### src/include/dcache_settings.svh
`ifndef DCACHE_SETTINGS_SVH
`define DCACHE_SETTINGS_SVH

// byte address on the CPU and memory side
`define DCACHE_ADDR_W 32

// word within a line, then set select
`define DCACHE_OFFSET_W 2
`define DCACHE_INDEX_W 2

// whatever is left above index, offset and the two byte lane bits
`define DCACHE_TAG_W (`DCACHE_ADDR_W - `DCACHE_INDEX_W - `DCACHE_OFFSET_W - 2)

`define DCACHE_LINE_WORDS (1 << `DCACHE_OFFSET_W)
`define DCACHE_SETS (1 << `DCACHE_INDEX_W)

`endif

### src/hdl/dcache_addr_pkg.sv
`include "dcache_settings.svh"

package dcache_addr_pkg;

	typedef logic [31:0] word_t;
	typedef logic [3:0] byte_en_t;

	// address fields, high to low: tag, index, offset, byte lane
	typedef logic [`DCACHE_TAG_W-1:0] tag_t;
	typedef logic [`DCACHE_INDEX_W-1:0] index_t;
	typedef logic [`DCACHE_OFFSET_W-1:0] offset_t;

	// line base as sent to the bus, and word slot inside a data way
	typedef logic [`DCACHE_TAG_W+`DCACHE_INDEX_W-1:0] line_addr_t;
	typedef logic [`DCACHE_INDEX_W+`DCACHE_OFFSET_W-1:0] word_addr_t;

	// per-set bookkeeping of one way
	typedef struct packed {
		tag_t tag;
		logic valid;
		logic dirty;
	} tag_entry_t;

endpackage

### src/hdl/dcache_ctrl_pkg.sv
package dcache_ctrl_pkg;

	// idle and hit both accept requests, the rest belong to a miss
	typedef enum logic [2:0] {
		st_idle,
		st_hit,
		st_wb_addr,
		st_wb_data,
		st_wb_resp,
		st_fill_addr,
		st_fill_data,
		st_done
	} ctrl_state_t;

	// 0 or 1 of the two ways
	typedef logic way_t;

endpackage

### src/hdl/axi_burst_master.sv
`timescale 1ns/1ps
`include "dcache_settings.svh"

module axi_burst_master
	import dcache_addr_pkg::*;
(
	input logic clk,
	input logic rst_n,
	input logic start_read,
	input logic start_write,
	input line_addr_t line_addr,
	input word_t wb_word,
	output logic addr_done,
	output logic beat_done,
	output offset_t beat_word,
	output logic burst_done,
	output logic [`DCACHE_ADDR_W-1:0] araddr,
	output logic arvalid,
	input logic arready,
	input logic rvalid,
	input logic rlast,
	output logic rready,
	output logic [`DCACHE_ADDR_W-1:0] awaddr,
	output logic awvalid,
	input logic awready,
	output word_t wdata,
	output logic wvalid,
	output logic wlast,
	input logic wready,
	input logic bvalid,
	output logic bready
);

	// beat before the last one, wlast is set when it goes out
	localparam offset_t pre_last = offset_t'(`DCACHE_LINE_WORDS - 2);

	logic [`DCACHE_ADDR_W-1:0] burst_addr;
	offset_t beat_cnt;
	logic b_pending;
	logic r_xfer;
	logic w_xfer;

	assign r_xfer = rvalid && rready;
	assign w_xfer = wvalid && wready;
	assign araddr = burst_addr;
	assign awaddr = burst_addr;
	assign bready = 1'b1;
	assign addr_done = (arvalid && arready) || (awvalid && awready);
	assign beat_done = r_xfer || w_xfer;
	assign beat_word = beat_cnt;
	assign burst_done = (r_xfer && rlast) || (bvalid && b_pending);

	// bursts always start at word 0 of the line
	always_ff @(posedge clk)
	begin
		if (start_read || start_write)
			burst_addr <= {line_addr, {(`DCACHE_OFFSET_W + 2){1'b0}}};
	end

	// word stays on wdata until the slave takes it
	always_ff @(posedge clk)
	begin
		if ((awvalid && awready) || (w_xfer && !wlast))
			wdata <= wb_word;
	end

	always_ff @(posedge clk)
	begin
		if (!rst_n)
		begin
			arvalid <= 1'b0;
			awvalid <= 1'b0;
			rready <= 1'b0;
			wvalid <= 1'b0;
			wlast <= 1'b0;
			b_pending <= 1'b0;
			beat_cnt <= '0;
		end
		else
		begin
			if (start_read)
				arvalid <= 1'b1;
			if (start_write)
				awvalid <= 1'b1;
			if (start_read || start_write)
				beat_cnt <= '0;
			if (arvalid && arready)
			begin
				arvalid <= 1'b0;
				rready <= 1'b1;
			end
			if (awvalid && awready)
			begin
				awvalid <= 1'b0;
				wvalid <= 1'b1;
			end
			if (r_xfer)
			begin
				beat_cnt <= beat_cnt + 1'b1;
				if (rlast)
					rready <= 1'b0;
			end
			if (w_xfer)
			begin
				beat_cnt <= beat_cnt + 1'b1;
				wlast <= (beat_cnt == pre_last);
				if (wlast)
				begin
					wvalid <= 1'b0;
					wlast <= 1'b0;
					b_pending <= 1'b1;
				end
			end
			if (bvalid && b_pending)
				b_pending <= 1'b0;
		end
	end

	// write beat is held while the slave stalls
	assert property (@(posedge clk) disable iff (!rst_n)
		(wvalid && !wready) |=> (wvalid && $stable(wdata)));

	assert property (@(posedge clk) disable iff (!rst_n)
		(arvalid && !arready) |=> (arvalid && $stable(araddr)));

endmodule

### src/hdl/dcache_top.sv
`timescale 1ns/1ps
`include "dcache_settings.svh"

module dcache_top
	import dcache_addr_pkg::*;
	import dcache_ctrl_pkg::*;
(
	input logic clk,
	input logic rst_n,
	// CPU data port
	input logic cpu_re,
	input logic cpu_we,
	input logic [`DCACHE_ADDR_W-1:0] cpu_addr,
	input byte_en_t cpu_byte_en,
	input word_t cpu_wdata,
	output word_t cpu_rdata,
	output logic cpu_stall,
	// AXI read channels
	output logic [`DCACHE_ADDR_W-1:0] araddr,
	output logic arvalid,
	input logic arready,
	input word_t rdata,
	input logic rvalid,
	input logic rlast,
	output logic rready,
	// AXI write channels
	output logic [`DCACHE_ADDR_W-1:0] awaddr,
	output logic awvalid,
	input logic awready,
	output word_t wdata,
	output logic wvalid,
	output logic wlast,
	input logic wready,
	input logic bvalid,
	output logic bready
);

	index_t index;
	offset_t offset;
	offset_t beat_word;
	tag_t tag;
	tag_t victim_tag;
	way_t hit_way;
	way_t victim_way;
	way_t touch_way;
	tag_entry_t tag0;
	tag_entry_t tag1;
	tag_entry_t tag_wdata;
	word_t data0;
	word_t data1;
	word_t data_wdata;
	word_t wb_word;
	word_addr_t data_raddr;
	word_addr_t data_waddr;
	line_addr_t line_addr;
	logic [1:0] tag_we;
	logic [1:0] data_we;
	logic hit;
	logic victim_dirty;
	logic lru_touch;
	logic start_read;
	logic start_write;
	logic addr_done;
	logic beat_done;
	logic burst_done;

	tag_lookup u_lookup (.*);
	miss_controller u_ctrl (.*);
	axi_burst_master u_bus (.*);

	// tag entries, one per set and way
	way_store #(.entry_t(tag_entry_t), .depth(`DCACHE_SETS)) u_tag0 (
		.clk(clk), .rst_n(rst_n), .raddr(index), .rdata(tag0),
		.we(tag_we[0]), .waddr(index), .wdata(tag_wdata)
	);
	way_store #(.entry_t(tag_entry_t), .depth(`DCACHE_SETS)) u_tag1 (
		.clk(clk), .rst_n(rst_n), .raddr(index), .rdata(tag1),
		.we(tag_we[1]), .waddr(index), .wdata(tag_wdata)
	);

	// line data, addressed by set and word
	way_store #(.entry_t(word_t), .depth(`DCACHE_SETS * `DCACHE_LINE_WORDS)) u_data0 (
		.clk(clk), .rst_n(rst_n), .raddr(data_raddr), .rdata(data0),
		.we(data_we[0]), .waddr(data_waddr), .wdata(data_wdata)
	);
	way_store #(.entry_t(word_t), .depth(`DCACHE_SETS * `DCACHE_LINE_WORDS)) u_data1 (
		.clk(clk), .rst_n(rst_n), .raddr(data_raddr), .rdata(data1),
		.we(data_we[1]), .waddr(data_waddr), .wdata(data_wdata)
	);

endmodule

### src/hdl/miss_controller.sv
`timescale 1ns/1ps
`include "dcache_settings.svh"

module miss_controller
	import dcache_addr_pkg::*;
	import dcache_ctrl_pkg::*;
(
	input logic clk,
	input logic rst_n,
	input logic cpu_re,
	input logic cpu_we,
	input byte_en_t cpu_byte_en,
	input word_t cpu_wdata,
	output logic cpu_stall,
	input index_t index,
	input offset_t offset,
	input tag_t tag,
	input logic hit,
	input way_t hit_way,
	input way_t victim_way,
	input tag_t victim_tag,
	input logic victim_dirty,
	input word_t data0,
	input word_t data1,
	input word_t rdata,
	output logic [1:0] tag_we,
	output tag_entry_t tag_wdata,
	output logic [1:0] data_we,
	output word_addr_t data_raddr,
	output word_addr_t data_waddr,
	output word_t data_wdata,
	output word_t wb_word,
	output logic lru_touch,
	output way_t touch_way,
	output logic start_read,
	output logic start_write,
	output line_addr_t line_addr,
	input logic addr_done,
	input logic beat_done,
	input offset_t beat_word,
	input logic burst_done
);

	localparam offset_t last_word = offset_t'(`DCACHE_LINE_WORDS - 1);

	ctrl_state_t state;
	ctrl_state_t state_next;
	way_t fill_way;
	logic req;
	logic accept;
	logic miss;
	offset_t rd_word;
	word_t hit_word;
	word_t merged;

	assign req = cpu_re || cpu_we;
	assign accept = (state == st_idle) || (state == st_hit);
	assign miss = accept && req && !hit;
	assign cpu_stall = !accept || miss;

	// dirty victim is written out first, refill follows its write response
	assign start_write = miss && victim_dirty;
	assign start_read = (miss && !victim_dirty) || (state == st_wb_resp && burst_done);
	assign line_addr = start_write ? {victim_tag, index} : {tag, index};

	// during writeback the read runs one word ahead of the beat on the bus
	always_comb
	begin
		if (accept)
			rd_word = offset;
		else if (beat_done)
			rd_word = offset_t'(beat_word + 1'b1);
		else
			rd_word = beat_word;
	end

	assign data_raddr = {index, rd_word};
	assign wb_word = fill_way ? data1 : data0;
	assign hit_word = hit_way ? data1 : data0;

	always_comb
	begin
		for (int i = 0; i < 4; i++)
			merged[8*i +: 8] = cpu_byte_en[i] ? cpu_wdata[8*i +: 8] : hit_word[8*i +: 8];
	end

	always_comb
	begin
		tag_we = 2'b00;
		data_we = 2'b00;
		lru_touch = 1'b0;
		touch_way = hit_way;
		tag_wdata.tag = tag;
		tag_wdata.valid = 1'b1;
		tag_wdata.dirty = 1'b1;
		data_waddr = {index, offset};
		data_wdata = merged;
		if (accept && hit)
		begin
			lru_touch = 1'b1;
			if (cpu_we)
			begin
				tag_we[hit_way] = 1'b1;
				data_we[hit_way] = 1'b1;
			end
		end
		else if (state == st_fill_data && beat_done)
		begin
			data_we[fill_way] = 1'b1;
			data_waddr = {index, beat_word};
			data_wdata = rdata;
			// last beat, line becomes valid and clean
			if (burst_done)
			begin
				tag_we[fill_way] = 1'b1;
				tag_wdata.dirty = 1'b0;
				lru_touch = 1'b1;
				touch_way = fill_way;
			end
		end
	end

	always_comb
	begin
		state_next = state;
		case (state)
			st_idle, st_hit:
			begin
				if (hit)
					state_next = st_hit;
				else if (miss)
					state_next = victim_dirty ? st_wb_addr : st_fill_addr;
				else
					state_next = st_idle;
			end
			st_wb_addr:
				if (addr_done)
					state_next = st_wb_data;
			st_wb_data:
				if (beat_done && beat_word == last_word)
					state_next = st_wb_resp;
			st_wb_resp:
				if (burst_done)
					state_next = st_fill_addr;
			st_fill_addr:
				if (addr_done)
					state_next = st_fill_data;
			st_fill_data:
				if (burst_done)
					state_next = st_done;
			default:
				state_next = st_idle;
		endcase
	end

	always_ff @(posedge clk)
	begin
		if (!rst_n)
			state <= st_idle;
		else
			state <= state_next;
	end

	// lru moves on the last refill beat, so the way is kept from the miss
	always_ff @(posedge clk)
	begin
		if (miss)
			fill_way <= victim_way;
	end

	// a refill ends on the last word of the line
	assert property (@(posedge clk) disable iff (!rst_n)
		(state == st_fill_data && burst_done) |-> (beat_done && beat_word == last_word));

endmodule

### src/hdl/tag_lookup.sv
`timescale 1ns/1ps
`include "dcache_settings.svh"

module tag_lookup
	import dcache_addr_pkg::*;
	import dcache_ctrl_pkg::*;
(
	input logic clk,
	input logic rst_n,
	input logic [`DCACHE_ADDR_W-1:0] cpu_addr,
	input logic cpu_re,
	input logic cpu_we,
	input tag_entry_t tag0,
	input tag_entry_t tag1,
	input word_t data0,
	input word_t data1,
	input logic lru_touch,
	input way_t touch_way,
	output index_t index,
	output offset_t offset,
	output tag_t tag,
	output logic hit,
	output way_t hit_way,
	output way_t victim_way,
	output tag_t victim_tag,
	output logic victim_dirty,
	output word_t cpu_rdata
);

	logic match0;
	logic match1;
	tag_entry_t victim;
	// one bit per set, points at the way to replace next
	logic [`DCACHE_SETS-1:0] lru;

	// byte lane bits are dropped below the offset
	assign offset = cpu_addr[2 +: `DCACHE_OFFSET_W];
	assign index = cpu_addr[2 + `DCACHE_OFFSET_W +: `DCACHE_INDEX_W];
	assign tag = cpu_addr[`DCACHE_ADDR_W-1 -: `DCACHE_TAG_W];

	assign match0 = tag0.valid && (tag0.tag == tag);
	assign match1 = tag1.valid && (tag1.tag == tag);
	assign hit = (cpu_re || cpu_we) && (match0 || match1);
	assign hit_way = match1;

	assign victim_way = lru[index];
	assign victim = victim_way ? tag1 : tag0;
	assign victim_tag = victim.tag;
	assign victim_dirty = victim.valid && victim.dirty;

	// touched way becomes most recent, the other one is next to go
	always_ff @(posedge clk)
	begin
		if (!rst_n)
			lru <= '0;
		else if (lru_touch)
			lru[index] <= ~touch_way;
	end

	always_ff @(posedge clk)
	begin
		if (cpu_re && hit)
			cpu_rdata <= hit_way ? data1 : data0;
	end

	// refill only ever goes into the victim, so a tag lives in one way
	assert property (@(posedge clk) disable iff (!rst_n) !(match0 && match1));

endmodule

### src/hdl/way_store.sv
`timescale 1ns/1ps

module way_store #(
	parameter type entry_t = logic [31:0],
	parameter int depth = 4
) (
	input logic clk,
	input logic rst_n,
	input logic [$clog2(depth)-1:0] raddr,
	output entry_t rdata,
	input logic we,
	input logic [$clog2(depth)-1:0] waddr,
	input entry_t wdata
);

	entry_t mem [depth];

	// read is combinational, lookup happens in the same cycle
	assign rdata = mem[raddr];

	always_ff @(posedge clk)
	begin
		if (!rst_n)
		begin
			for (int i = 0; i < depth; i++)
				mem[i] <= '0;
		end
		else if (we)
			mem[waddr] <= wdata;
	end

endmodule

### config.mk
export PLATFORM = sky130hd
export DESIGN_NAME = dcache_top
export DESIGN_NICKNAME = d
export VERILOG_FILES = /design/src/hdl/dcache_addr_pkg.sv /design/src/hdl/dcache_ctrl_pkg.sv /design/src/hdl/axi_burst_master.sv /design/src/hdl/dcache_top.sv /design/src/hdl/miss_controller.sv /design/src/hdl/tag_lookup.sv /design/src/hdl/way_store.sv
export VERILOG_INCLUDE_DIRS = /design/src /design/src/include
export SDC_FILE = /design/constraint.sdc
export NUM_CORES = 2
export LEC_CHECK = 0
export ABC_AREA = 0
export BUFFER_PORTS_ARGS = -buffer_cell sky130_fd_sc_hd__buf_2
export CAP_MARGIN = 10
export CELL_PAD_IN_SITES_DETAIL_PLACEMENT = 1
export CELL_PAD_IN_SITES_GLOBAL_PLACEMENT = 1
export CORE_MARGIN = 4
export CORE_UTILIZATION = 57
export CTS_BUF_LIST = sky130_fd_sc_hd__clkbuf_2
export DETAILED_ROUTE_END_ITERATION = 16
export PLACE_DENSITY_LB_ADDON = 0.1
export SYNTH_ARGS = -nofsm -noshare
export SYNTH_HDL_FRONTEND = slang
export SYNTH_SLANG_ARGS = --single-unit
### constraint.sdc
create_clock -name clk -period 11.2 [get_ports clk]
set_input_delay 0.56 -clock clk [delete_from_list [all_inputs] [get_ports clk]]
set_output_delay 0.56 -clock clk [all_outputs]
set_load 0.03 [all_outputs]
==> metrics <==
CTS Buffer Depth=4; MaxCap Viol Count=0; worst hold start=cpu_wdata[17]; top_reg_cell synth=edfxtp_1; largest net degree at the start of global routing=236; Total Wirelength=around 300000 um; antenna-violating nets left=0; CTS root buf=clkbuf_2; vias per inst=7.55; Buf/Inv on CP=6; TritonCTS buffer count=361; CP delay by family, top=buffers and inverters; Final Wtd Congestion=approximately 0.84; Worst setup SP type=flop; remaining global-route overflow=0; hold path endpoint=u_data1.mem[15][17]$_SDFFCE_PN0P_; clk_skew=0.170 ns; initial antenna violation count=18; Largest stage delay, worst path=approximately 0.9 ns; critical path data arrival time=9.13 ns; FF-to-FF setup slack=~3.7 ns; Max rail drop VDD=around 0.12 mV; Sequential Power Share=49.0%; Internal=7.65 mW; wire length of the first global-routing pass=427000 um; Die Y=355 um; Post-CTS Resized=0; DR vias=62100; syn_area_per_cell=11.3 um2; later-pin clock latency in the skew report=1.87 ns; Reg clk slew, reported paths=approximately 0.12 ns; most frequent cells in the layout=edfxtp_1, a211oi_1, nand2_1, a21oi_1, clkbuf_2; final hold vios=0; yosys warns=0; most common cell after layout, fill and taps aside=edfxtp_1; fmax=133 MHz; Pleak=26.2 nW; CP cell instances=inv_1 -> ha_1 -> a211o_4 -> nand2_4 -> buf_4 -> buf_4 -> o21ai_0 -> a32oi_1 -> and4_1 -> o31a_1 -> dlygate4sd3_1 -> buf_4 -> a211oi_1 -> dlygate4sd3_1; Reg-to-Reg Start=u_bus.beat_word[0]$_SDFFE_PN0P_; ys async rst share=0%; nets@finish=6501; hold depth=6; Slew Viols, Final=0; vias in the first global route=between 60000 and 70000; Netlist cell types=70; register bit total from synthesis=1356; slew of the pin with the lowest slew margin=1.40 ns; combinational share of power=between 20% and 30%; port bufs=233; synth-to-layout area growth=11.1%; num ports=245; core area=120000 um2; Critical Path Sink Type=flop; WL per Instance=~36 um; Layout fillers=12500; cell area after layout=76400 um2; setup TNS=0 ns; DP Wirelength=151000 um; GRT Total Usage=46.2%; ratio of cells with drive above 1 in the final layout=a little under a fifth; DP Area=70700 um2; Post-synth EDFFs=1341; Switch Pwr=4.28 mW; WS Path Type=flop to flop; Hold WC Path Type=input pin to flop; H-tree depth=5; post-CTS setup buffer count=0; slowest library cell on the worst path=buf_4; Die Wd=approximately 360 um; Critical Path RT=12.78 ns; fin crit share=67.4%; Sw Ratio=35.9%; initial core utilization=57.4%; die footprint=around 130000 um2; Starting DRT DRC Count=10900; Remaining DRCs=0; fin crit period=7.55 ns; Final setup viols=0; start point of the critical path=u_bus.beat_word[0]$_SDFFE_PN0P_; clock power share=about 29%; Util after Layout=63.8%; run status=finished clean; Synth Instances=6113; CTS tree=yes; CP Max Fanout=83; CTS sink cnt=~1400; worst reg-to-reg path cell count=14; post-synthesis sequential area ratio=59.0%; drt pass-1 iters=8; Power Density=roughly 160 nW/um2; RSZ-0062 raised after global routing=no; max_slew headroom=5.64%; critical path's most frequent cell=buf_4; DP Cell Count=between 7000 and 8000; # rows=roughly 130; non-filler cells, final=slightly above 8000; Critical R2R Capture=u_data0.mem[7][15]$_SDFFCE_PN0P_; Post-Synthesis Cell Area=68800 um2
## routing by layer
layer  routed length, um  share of wire [%]  global-route usage, %  vias up
met5                 220              0.074                      0        -
met2              132000                 44                   69.4     5810
met1               99600                 33                   57.6    30500
met4               20600                6.9                   27.8       12
met3               46500                 16                   16.8     1476
li1                    -                  -                      -    24300
## synthesized netlist by cell type (113+ instances only)
library cell / number / area (um2)
and3_1: 196 / 1230
clkbuf_1: 579 / 2170
nor2_1: 117 / 439
nand3_1: 199 / 996
and2_1: 115 / 719
edfxtp_1: 1341 / 40300
nand2_1: 695 / 2610
nand2b_1: 113 / 707
o21ai_0: 237 / 1190
buf_2: 170 / 851
a211oi_1: 750 / 5630
a21oi_1: 649 / 3250
## sequential cells by signal (all words and copies together) (netlist names), 2 cells and up
name	flops
u_data0.mem	512
u_data1.mem	512
u_tag0.mem	112
u_tag1.mem	112
u_bus.wdata	32
u_lookup.cpu_rdata	32
u_bus.araddr	28
u_lookup.lru	4
u_ctrl.state	3
u_bus.beat_word	2
## layout make-up
class | count | area [um2] | share of cell area (%)
flip-flops and latches | 1356 | 40600 | 53.1
multi-input cells | 3927 | 25200 | 33.0
repair buffers | 719 | 5670 | 7.42
clock buffers | 536 | 2680 | 3.51
well taps | 1612 | 2020 | 2.64
clock inverters | 43 | 164 | 0.214
inverters | 24 | 91.3 | 0.119
diodes | 11 | 27.5 | 0.0360
## power groups by stage
stage / Clock, mW / Sequential (mW) / Combinational (mW)
3_3_place_gp: 0 / 5.93 / 2.25
5_1_grt: 3.73 / 5.85 / 2.64
3_5_place_dp: 0 / 5.94 / 2.31
6_report: 3.49 / 5.84 / 2.60
4_1_cts: 3.37 / 5.83 / 2.41
2_1_floorplan: 0 / 5.97 / 1.35
## worst max-delay path by stage
stage / end / depth (start not counted) / slack (ns)
2_1_floorplan: u_tag0.mem[0][0]$_SDFFCE_PN0P_ / 12 / 5.54
3_3_place_gp: u_tag1.mem[0][16]$_SDFFCE_PN0P_ / 12 / 4.24
3_5_place_dp: u_tag1.mem[0][8]$_SDFFCE_PN0P_ / 12 / 4.15
4_1_cts: u_data0.mem[7][15]$_SDFFCE_PN0P_ / 14 / 4.12
5_1_grt: u_data0.mem[7][15]$_SDFFCE_PN0P_ / 14 / 3.59
6_report: u_data0.mem[7][15]$_SDFFCE_PN0P_ / 14 / 3.65
## kinds of logic (layout without fill, tap and decap cells)
group           count (synthesis)  in the layout  synth area share [%]
fa+ha+maj                       2              2                0.0364
flops                        1356           1356                  59.0
xor+xnor                       49             49                 0.624
compound gates               2031           2031                  19.9
simple gates                 1735           1735                  12.9
buf+inv                       837           1322                  5.18
mux                           101            101                  2.41
other cells                     2             20                0.0109
## tightest hold or removal path: cells and delay by family
| family | cells | cell delay [ns] |
|---|---|---|
| buffers and inverters | 3 | 0.90 |
| AOI/OAI and AO/OA | 2 | 0.28 |
| and+or+nand+nor | 1 | 0.05 |
## through the flow
stage	setup slack [ns]	hold WS (ns)	power, mW
6_report	3.65	0.155	11.9
5_1_grt	3.59	0.116	12.2
4_1_cts	4.12	0.00396	11.6
3_5_place_dp	4.15	0.462	8.25
3_3_place_gp	4.24	0.455	8.17
2_1_floorplan	5.54	0.444	7.32
## repair_timing
action / in CTS / in global routing
hold buffers: 282 / 0
hold endpoints to repair: 1602 / 0
setup endpoints to repair: 0 / 0
Note: power is estimated with default switching activity, not from simulation.
